[config.mk]
export PLATFORM = sky130hd
export DESIGN_NAME = debug_unit
export DESIGN_NICKNAME = d
export VERILOG_FILES = /design/src/rtl/debug_pkg.sv /design/src/rtl/host_if.sv /design/src/rtl/debug_unit.sv /design/src/rtl/debug_controller.sv /design/src/rtl/program_loader.sv /design/src/rtl/host_port.sv
export SDC_FILE = /design/constraint.sdc
export NUM_CORES = 1
export LEC_CHECK = 0
export BUFFER_PORTS_ARGS = -buffer_cell sky130_fd_sc_hd__buf_2
export CAP_MARGIN = 20
export CORE_ASPECT_RATIO = 0.9
export CORE_MARGIN = 2
export CORE_UTILIZATION = 54
export CTS_BUF_LIST = sky130_fd_sc_hd__clkbuf_4 sky130_fd_sc_hd__clkbuf_8 sky130_fd_sc_hd__clkbuf_16
export DETAILED_ROUTE_END_ITERATION = 6
export PLACE_DENSITY = 0.87
export SLEW_MARGIN = 15
export SYNTH_ARGS = -nofsm -noshare
export SYNTH_HDL_FRONTEND = slang
export SYNTH_HIERARCHICAL = 1
export SYNTH_SLANG_ARGS = --single-unit
[constraint.sdc]
create_clock -name clk -period 3.6 [get_ports clk]
set_clock_uncertainty 0.1 [all_clocks]
set_input_delay 0.36 -clock clk [delete_from_list [all_inputs] [get_ports clk]]
set_output_delay 0.36 -clock clk [all_outputs]
set_load 0.05 [all_outputs]
[src/rtl/debug_pkg.sv]
package debug_pkg;

    //////////////////////////////
    // widths
    //////////////////////////////

    localparam int byte_w = 8; // one UART character

    // top instruction bits that mark the halt word when all ones
    localparam int halt_opcode_w = 6;

    //////////////////////////////
    // mode FSM
    //////////////////////////////

    typedef enum logic [2:0] {
        idle     = 3'd0, // waiting for a start byte
        loading  = 3'd1, // program bytes go to instruction memory
        waiting  = 3'd2, // program loaded, expecting a command
        stepping = 3'd3, // one core cycle per step byte
        running  = 3'd4, // core free running until halt
        sending  = 3'd5  // report byte in flight
    } debug_state_e;

    //////////////////////////////
    // host command bytes
    //////////////////////////////

    typedef enum logic [7:0] {
        cmd_start      = 8'h01,
        cmd_continuous = 8'h02,
        cmd_step_mode  = 8'h03,
        cmd_reprogram  = 8'h05,
        cmd_step       = 8'h06
    } host_cmd_e;

endpackage
[src/rtl/host_if.sv]
`timescale 1ns/1ps

interface host_if;
    import debug_pkg::*;

    logic              rx_valid;  // one cycle per received byte
    logic [byte_w-1:0] rx_byte;
    logic              send_req;  // report requested
    logic              send_done; // UART finished the report

    // UART side, owns the receive path and the transmit handshake
    modport port (
        output rx_valid,
        output rx_byte,
        input  send_req,
        output send_done
    );

    modport ctrl (
        input  rx_valid,
        input  rx_byte,
        output send_req,
        input  send_done
    );

    // loader only listens
    modport loader (
        input rx_valid,
        input rx_byte
    );

endinterface

[src/rtl/debug_unit.sv]
`timescale 1ns/1ps

module debug_unit #(
    parameter int addr_w = 11,
    parameter int word_w = 32
) (
    input  logic                         clk,
    input  logic                         reset,
    input  logic                         halt,
    input  logic [debug_pkg::byte_w-1:0] pc_byte,
    input  logic                         rx_done_tick,
    input  logic [debug_pkg::byte_w-1:0] rx_byte,
    input  logic                         tx_done_tick,
    output logic                         tx_start,
    output logic [debug_pkg::byte_w-1:0] tx_byte,
    output logic [addr_w-1:0]            mem_addr,
    output logic [word_w-1:0]            mem_data,
    output logic                         mem_wr,
    output logic                         cpu_run,
    output logic                         loading
);

    logic load_active; // controller in the loading state
    logic load_done;   // halt word written

    host_if host_bus ();

    // UART handshake
    host_port host_port_inst (
        .clk          (clk),
        .reset        (reset),
        .rx_done_tick (rx_done_tick),
        .rx_byte      (rx_byte),
        .tx_done_tick (tx_done_tick),
        .pc_byte      (pc_byte),
        .tx_start     (tx_start),
        .tx_byte      (tx_byte),
        .host         (host_bus.port)
    );

    program_loader #(
        .addr_w (addr_w),
        .word_w (word_w)
    ) program_loader_inst (
        .clk         (clk),
        .reset       (reset),
        .host        (host_bus.loader),
        .load_active (load_active),
        .load_done   (load_done),
        .mem_addr    (mem_addr),
        .mem_data    (mem_data),
        .mem_wr      (mem_wr)
    );

    debug_controller debug_controller_inst (
        .clk         (clk),
        .reset       (reset),
        .host        (host_bus.ctrl),
        .halt        (halt),
        .load_done   (load_done),
        .load_active (load_active),
        .loading     (loading),
        .cpu_run     (cpu_run)
    );

endmodule

[src/rtl/debug_controller.sv]
`timescale 1ns/1ps

module debug_controller (
    input  logic clk,
    input  logic reset,
    host_if.ctrl host,
    input  logic halt,
    input  logic load_done,
    output logic load_active,
    output logic loading,
    output logic cpu_run
);
    import debug_pkg::*;

    debug_state_e state;
    debug_state_e state_next;

    logic run_pulse;      // single core cycle in step mode
    logic run_pulse_next;
    logic from_step;      // where sending returns to
    logic send_req_q;

    //////////////////////////////
    // state register
    //////////////////////////////

    always_ff @(posedge clk)
    begin
        if (reset)
        begin
            state      <= idle;
            run_pulse  <= 1'b0;
            from_step  <= 1'b0;
            send_req_q <= 1'b0;
        end
        else
        begin
            state     <= state_next;
            run_pulse <= run_pulse_next;
            // one request, in the first cycle of sending
            send_req_q <= (state_next == sending) && (state != sending);
            if (state != sending)
                from_step <= (state == stepping);
        end
    end

    //////////////////////////////
    // next state
    //////////////////////////////

    // the port named loading hides the state of the same name
    always_comb
    begin
        state_next     = state;
        run_pulse_next = 1'b0;
        case (state)
            idle:
                if (host.rx_valid && host.rx_byte == cmd_start)
                    state_next = debug_pkg::loading;
            debug_pkg::loading:
                if (load_done)
                    state_next = waiting;
            waiting:
                if (host.rx_valid)
                begin
                    case (host.rx_byte)
                        cmd_continuous: state_next = running;
                        cmd_step_mode:  state_next = stepping;
                        default:        state_next = idle; // reprogram or junk
                    endcase
                end
            stepping:
                if (run_pulse)
                    state_next = sending; // core has stepped, report its PC
                else if (host.rx_valid)
                begin
                    if (host.rx_byte == cmd_step)
                        run_pulse_next = 1'b1;
                    else if (host.rx_byte == cmd_reprogram)
                        state_next = idle;
                end
            running:
                if (halt)
                    state_next = sending;
            sending:
                if (host.send_done)
                    state_next = from_step ? stepping : idle;
            default:
                state_next = idle;
        endcase
    end

    //////////////////////////////
    // outputs
    //////////////////////////////

    assign load_active   = (state == debug_pkg::loading);
    assign loading       = load_active; // tells the core memory is busy
    assign cpu_run       = (state == running) || run_pulse;
    assign host.send_req = send_req_q;

endmodule

[src/rtl/program_loader.sv]
`timescale 1ns/1ps

module program_loader #(
    parameter int addr_w = 11,
    parameter int word_w = 32
) (
    input  logic              clk,
    input  logic              reset,
    host_if.loader            host,
    input  logic              load_active,
    output logic              load_done,
    output logic [addr_w-1:0] mem_addr,
    output logic [word_w-1:0] mem_data,
    output logic              mem_wr
);
    import debug_pkg::*;

    localparam int bytes_per_word = word_w / byte_w;
    localparam int cnt_w = (bytes_per_word > 1) ? $clog2(bytes_per_word) : 1;
    localparam logic [cnt_w-1:0] last_byte = cnt_w'(bytes_per_word - 1);

    logic [cnt_w-1:0]  byte_cnt; // bytes of the current word so far
    logic [word_w-1:0] word_q;
    logic              byte_in;
    logic              word_done;

    assign byte_in   = host.rx_valid && load_active;
    assign word_done = byte_in && (byte_cnt == last_byte);

    //////////////////////////////
    // word assembly
    //////////////////////////////

    // bytes arrive LSB first, so each one enters at the top and
    // the first byte has reached bit 0 once the word is complete
    always_ff @(posedge clk)
    begin
        if (byte_in)
            word_q <= {host.rx_byte, word_q[word_w-1:byte_w]};
    end

    //////////////////////////////
    // memory write
    //////////////////////////////

    always_ff @(posedge clk)
    begin
        if (reset || !load_active)
        begin
            byte_cnt <= '0; // every load starts at address 0
            mem_addr <= '0;
            mem_wr   <= 1'b0;
        end
        else
        begin
            mem_wr <= word_done; // write the cycle after the last byte
            if (byte_in)
            begin
                if (byte_cnt == last_byte)
                    byte_cnt <= '0;
                else
                    byte_cnt <= byte_cnt + 1'b1;
            end
            if (mem_wr)
                mem_addr <= mem_addr + 1'b1; // next slot after each write
        end
    end

    assign mem_data = word_q; // stable while mem_wr is high

    // halt opcode in the word being written ends the load
    assign load_done = mem_wr && (&word_q[word_w-1 -: halt_opcode_w]);

endmodule

[src/rtl/host_port.sv]
`timescale 1ns/1ps

module host_port (
    input  logic                         clk,
    input  logic                         reset,
    input  logic                         rx_done_tick,
    input  logic [debug_pkg::byte_w-1:0] rx_byte,
    input  logic                         tx_done_tick,
    input  logic [debug_pkg::byte_w-1:0] pc_byte,
    output logic                         tx_start,
    output logic [debug_pkg::byte_w-1:0] tx_byte,
    host_if.port                         host
);

    logic rx_done_q; // previous value of the rx tick
    logic tx_done_q;
    logic tx_rise;

    //////////////////////////////
    // edge detection
    //////////////////////////////

    always_ff @(posedge clk)
    begin
        if (reset)
        begin
            rx_done_q <= 1'b0;
            tx_done_q <= 1'b0;
        end
        else
        begin
            rx_done_q <= rx_done_tick;
            tx_done_q <= tx_done_tick;
        end
    end

    // the UART may hold done for several cycles, count the rise only
    assign host.rx_valid = rx_done_tick && !rx_done_q;
    assign host.rx_byte  = rx_byte;
    assign tx_rise       = tx_done_tick && !tx_done_q;

    //////////////////////////////
    // transmit request
    //////////////////////////////

    always_ff @(posedge clk)
    begin
        if (reset)
            tx_start <= 1'b0;
        else if (host.send_req)
            tx_start <= 1'b1;
        else if (tx_rise)
            tx_start <= 1'b0; // UART done, drop next cycle
    end

    always_ff @(posedge clk)
    begin
        if (host.send_req)
            tx_byte <= pc_byte; // low byte of the PC
    end

    // a done rise outside an open send is not ours
    assign host.send_done = tx_start && tx_rise;

endmodule

==> flow_summary_export.csv, run 1 <==
group,metric,value,unit
global_route,antenna_found_initial,0,
clock_tree,htree_levels,3,
detailed_routing,drcViolationCount,0,
cells_and_area,nFillCells,327,
detailed_routing,via_count,1680,
detailed_routing,wl_per_cell,14.1,um
detailed_routing,ant_nets,0,
yosys,synth_enable_flop_cells,40,
clock_tree,path_clk_slew,0.07,ns
global_route,track_usage,0.189,
clock_tree,tritoncts,"yes",
yosys,synth.area.top_cells,"edfxtp_1, dfxtp_1, buf_4",
timing,setup_viol,0,
yosys,yosys.area_share.simple,0.171,
yosys,synth.most_common_cell,"edfxtp_1",
job,maxCapViolations,0,
floorplanning,coreArea,4430,um^2
clock_tree,root_buffer,"clkbuf_8",
floorplanning,start_util,0.558,
yosys,yosys_register_bits,63,
clock_tree,insertion_delay,0.33,ns
floorplanning,fp.dieH,68.2,um
yosys,synth_xor_area_frac,0.0142,
floorplanning,die_x,75.3,um
cells_and_area,antenna_cells,0,
worst_setup_path,cp-end-kind,"flop",
placed_design,routabilityCongestion,0.851,
power,ir_drop,0.218,mV
global_route,grt_overflow_total,0,
status,status,"complete, no violations",
yosys,synth.top_cell.area_share,0.486,
global_route,grt_util_met1,0.217,
power,power_density,473,nW/um^2
yosys,syn_area_per_cell,13.5,um^2
clock_tree,cts_buffers,9,
yosys,async_flop_share,0,
cells_and_area,final_core_utilization,0.689,
yosys,yosys.area.top_type,"edfxtp_1",
timing,fin_crit,1.95,ns
yosys,synth_mux_area_frac,0.0162,
timing,final-hold-violation-count,0,
worst_setup_path,cp.arrival,2.13,ns
yosys,ys_seq_area_frac,0.672,
floorplanning,io_pins,76,
placed_design,hpwl,3.32,mm
yosys,ys_types,49,
power,p_leak,1.19,nW
clock_tree,clockBufferDepth,2,
yosys,syn-cell-area,2470,um^2
timing,tns,0,ns
timing,slew_headroom,0.662,
worst_setup_path,crit_required,3.78,ns
yosys,synth-compound-area-share,0.0693,
timing,fmax,513,MHz
yosys,synth_top_family_by_area,"simple AND/OR/NAND/NOR gates",
detailed_routing,drtIter0Drc,94,
global_route,busiest_layer,"met2",
worst_setup_path,path_max_fanout,7,
yosys,syn_nets,206,
detailed_routing,vias_per_cell,5.19,
timing,worst_pin_slew,0.506,ns
cells_and_area,area_growth,23.4,%
yosys,yosys_warnings,6,
worst_setup_path,crit_path_start,"host_port_inst/rx_done_q",
timing,drv_slew,0,
worst_setup_path,timing.rr.start,"host_port_inst/rx_done_q",
floorplanning,dieArea,5140,um^2
placed_design,port_buffers,75,
global_route,grt_start_max_net_pins,33,
global_route,grt_pass1_wl,6.89,mm
yosys,synthesis.instances,183,
clock_tree,postCtsResizedCells,0,
clock_tree,hold_buffers,0,
clock_tree,postCtsSetupBuffers,0,
yosys,synth_fa_ha_area_frac,0.0101,
worst_setup_path,start_kind,"flop",
min_path,holdCritStartpoint,"pc_byte[4]",
global_route,grt_pass1_vias,1529,
worst_setup_path,critPathKind,"reg -> reg",
global_route,grt.met3_usage,0.0884,
floorplanning,rows,23,
yosys,yosys-top-cells-count,"edfxtp_1, dfxtp_1, nor2_1",
min_path,min_path_type,"in -> reg",
cells_and_area,drive_gt1_frac,0.405,
detailed_routing,routed_wl,4.58,mm
detailed_routing,drtPass1Iterations,4,
cells_and_area,nets,280,
clock_tree,clkSinkCount,63,
yosys,synth_flop_cell,"edfxtp_1",
global_route,grt_use_met2,0.302,
timing,final.period_utilization,0.541,
timing,rsz0062_at_grt,"no",
final cells by class:
class | instances | area, um^2 | share of cell area
Clock buffer | 10 | 131 | 0.0431
Clock inverter | 6 | 85.1 | 0.0279
Inverter | 5 | 18.8 | 0.00615
Multi-Input combinational cell | 102 | 694 | 0.228
Sequential cell | 63 | 1660 | 0.544
Tap cell | 62 | 77.6 | 0.0254
Timing Repair Buffer | 76 | 383 | 0.125
report_power, final:
part | switching (W) | leakage (nW) | internal (W) | total, W
registers | 0.000000682 | 0.545 | 0.000763 | 0.000764
logic | 0.0000127 | 0.543 | 0.0000134 | 0.0000260
clock network | 0.000258 | 0.106 | 0.000394 | 0.000652
total | 0.000271 | 1.19 | 0.00117 | 0.00144
placed cells by master, fill, tap and decap left out, drive strengths merged, types with 3 or more instances in the layout:
| cell type | synthesis | routed |
|---|---|---|
| edfxtp | 40 | 40 |
| and2b | 4 | 4 |
| nand4 | 6 | 6 |
| a21oi | 7 | 7 |
| nand3 | 4 | 4 |
| nand2 | 8 | 8 |
| xor2 | 3 | 3 |
| o31ai | 3 | 3 |
| and3 | 3 | 3 |
| buf | 12 | 76 |
| and2 | 3 | 3 |
| nor2 | 14 | 14 |
| inv | 5 | 5 |
| clkbuf | 1 | 10 |
| dfxtp | 23 | 23 |
| or4 | 4 | 4 |
| nand2b | 7 | 7 |
| o21ai | 3 | 3 |
| nor2b | 4 | 4 |
| mux2i | 4 | 4 |
metrics by stage:
stage	power, W	hold WS, ns	cell area, um^2	cells	setup WS (ns)
final	0.00144	0.0970	3050	324	1.65
after global routing	0.00149	0.0714	3050	324	1.52
after CTS	0.00146	0.0754	3050	324	1.62
after detailed placement	0.000805	0.327	2840	308	1.48
after global placement	0.000804	0.324	2840	308	1.58
after floorplan	0.000797	0.332	2470	183	1.56
layer usage:
metal / part of all wire / up-vias
met4: 0.013 / 0
li1: - / 820
met3: 0.086 / 7
met1: 0.41 / 790
met2: 0.49 / 63
met5: 0 / -
registers in the layout, indices dropped and copies added, names as in the netlist:
register                             cells
host_port_inst/tx_done_q                 1
program_loader_inst/mem_addr            11
host_port_inst/rx_done_q                 1
debug_controller_inst/run_pulse          1
debug_controller_inst/host.send_req      1
debug_controller_inst/state              3
program_loader_inst/byte_cnt             2
debug_controller_inst/from_step          1
program_loader_inst/mem_wr               1
program_loader_inst/mem_data            32
host_port_inst/tx_start                  1
host_port_inst/tx_byte                   8
critical path, cell delays in order (launching register included):
cell      delay, ns
dfxtp_1        0.30
nor2b_1        0.41
nand4b_1       0.19
or4_1          0.52
a41oi_2        0.19
and3b_1        0.18
path summary, 6_finish.rpt:
check                                        end  cells past startpoint  slack, ns
min reg2reg     program_loader_inst/mem_data[17]                      0       0.34
max reg2reg  debug_controller_inst/host.send_req                      5       1.65
min                    host_port_inst/tx_byte[4]                      1        0.1
max          debug_controller_inst/host.send_req                      5       1.65
cells by family (layout without fill, tap and decap cells):
| group | Yosys count | after routing |
|---|---|---|
| xor gates and xnor gates | 4 | 4 |
| buffers and inverters | 18 | 97 |
| DFF | 63 | 63 |
| adders and majority gates | 2 | 2 |
| muxes | 4 | 4 |
| AOI/OAI and AO/OA | 24 | 24 |
| and+or+nand+nor | 68 | 68 |
Note: power is estimated with default switching activity, not from simulation.
==> run 2, diff against run 1 <==
- CORE_UTILIZATION: 54 -> 45
- PLACE_DENSITY: 0.87 -> 0.78
- clock period: 3.6 -> 1.6 ns (I/O delays scaled with it)
==> run 2 against run 1 <==
  * Routed wire length increased by 19%
  * Highest routed layer unchanged
  * Clock power increased by 130%
  * Sequential power increased by 130%
==> flow_summary_export.csv, run 2 (same netlist as run 1, synthesis figures left out) <==
group,metric,value,unit
floorplanning,dieArea,6100,um^2
detailed_routing,routed_wl,5.44,mm
placed_design,routabilityCongestion,0.772,
cells_and_area,largest_reg_flops,32,
power,power,0.00331,W
clock_tree,path_clk_slew,0.07,ns
power,ir_drop,0.603,mV
cells_and_area,final_core_utilization,0.661,
worst_setup_path,critPathTopFamily,"compound AO/OA/AOI/OAI gates",
cells_and_area,area_growth,41.3,%
global_route,grt_overflow_total,0,
cells_and_area,drive_gt1_frac,0.498,
clock_tree,tritoncts,"yes",
cells_and_area,layout_commonest_cell,"buf_2",
cells_and_area,nFillCells,384,
power,power_density,946,nW/um^2
clock_tree,htree_levels,3,
global_route,track_usage,0.179,
timing,final-hold-violation-count,0,
timing,tns,0,ns
clock_tree,root_buffer,"clkbuf_8",
clock_tree,clkSinkCount,63,
timing,finalWorstSetupSlack,0.00459,ns
placed_design,place_ws,-0.0955,ns
worst_setup_path,path_buf_inv,1,
placed_design,hpwl,3.50,mm
timing,fin_crit,1.60,ns
worst_setup_path,cp.arrival,1.73,ns
clock_tree,insertion_delay,0.33,ns
timing,final.period_utilization,0.997,
placed_design,port_buffers,75,
timing,setup_viol,0,
cells_and_area,nets,315,
cells_and_area,final_cell_mix,"buf_2, edfxtp_1, dlygate4sd3_1, buf_4",
detailed_routing,vias_per_cell,4.98,
global_route,antenna_found_initial,0,
cells_and_area,antenna_cells,0,
timing,worst_pin_slew,0.458,ns
clock_tree,clockBufferDepth,2,
power,p_leak,1.39,nW
floorplanning,rows,25,
cells_and_area,stdcell_count,364,
detailed_routing,drtIter0Drc,104,
job,maxCapViolations,0,
clock_tree,cts_buffers,9,
worst_setup_path,crit_required,1.73,ns
worst_setup_path,start_kind,"flop",
timing,drv_slew,0,
global_route,grt_pass1_wl,8.05,mm
worst_setup_path,max_stage_delay,0.34,ns
status,status,"complete, no violations",
worst_setup_path,cp_slowest_cell,"dfxtp_2",
detailed_routing,via_count,1814,
timing,slew_headroom,0.695,
worst_setup_path,path_max_fanout,6,
floorplanning,io_pins,76,
worst_setup_path,critPathKind,"reg -> reg",
timing,rsz0062_at_grt,"yes",
floorplanning,fp.dieH,74.3,um
worst_setup_path,cp-end-kind,"flop",
global_route,grt_start_max_net_pins,13,
floorplanning,die_x,82.1,um
min_path,min_path_type,"in -> reg",
detailed_routing,ant_nets,0,
floorplanning,coreArea,5290,um^2
timing,fmax,627,MHz
detailed_routing,drtPass1Iterations,4,
detailed_routing,wl_per_cell,14.9,um
detailed_routing,drcViolationCount,0,
global_route,grt_pass1_vias,1769,
floorplanning,start_util,0.468,
placed_design,place_inst,325,
worst_setup_path,cp_cell_sequence,"buf_6, and2b_2, a22o_2, a22oi_2, a41oi_2, and3b_1",
[run 2: layout make-up]
class	instances	area (um^2)	share of cell area
Timing Repair Buffer	111	744	0.213
Clock inverter	6	85.1	0.0243
Multi-Input combinational cell	102	743	0.213
Tap cell	67	83.8	0.0240
Clock buffer	10	131	0.0376
Inverter	5	21.3	0.00609
Sequential cell	63	1690	0.482
[run 2: metrics by stage]
step	hold WS (ns)	instance area [um^2]
2_1_floorplan	0.132	2500
3_3_place_gp	0.237	3000
3_5_place_dp	0.241	3000
4_1_cts	0.00752	3420
5_1_grt	0.0240	3490
6_report	0.0331	3490
[run 2: routing by layer]
metal	up-vias	routed length, um	GRT usage	part of all wire
met1	860	2270	0.205	0.42
met2	60	2850	0.312	0.52
li1	888	-	-	-
met5	-	0	0	0
met4	0	50	0.113	0.0092
met3	6	279	0.0316	0.051
[run 2: power breakdown]
group	switching (W)	internal, W
clock	0.000591	0.000889
sequential	0.00000227	0.00171
combinational	0.0000421	0.0000693
total	0.000635	0.00267
[run 2: repair_timing]
action / CTS / global route
pin swaps: 3 / 6
endpoints found under the hold margin: 16 / 0
hold buffers: 16 / 0
endpoints found under the setup margin: 3 / 13
gates cloned: 0 / 1
resized for setup: 9 / 17
setup buffers: 2 / 4
[run 2: worst paths after layout]
path,startpoint,end,slack [ns],cells past startpoint
worst max-delay path,debug_controller_inst/state[2],debug_controller_inst/host.send_req,0.005,6
worst min-delay path,rx_byte[2],program_loader_inst/mem_data[26],0.03,2
worst max register to register,debug_controller_inst/state[2],debug_controller_inst/host.send_req,0.005,6
worst min register to register,program_loader_inst/mem_data[17],program_loader_inst/mem_data[9],0.35,0
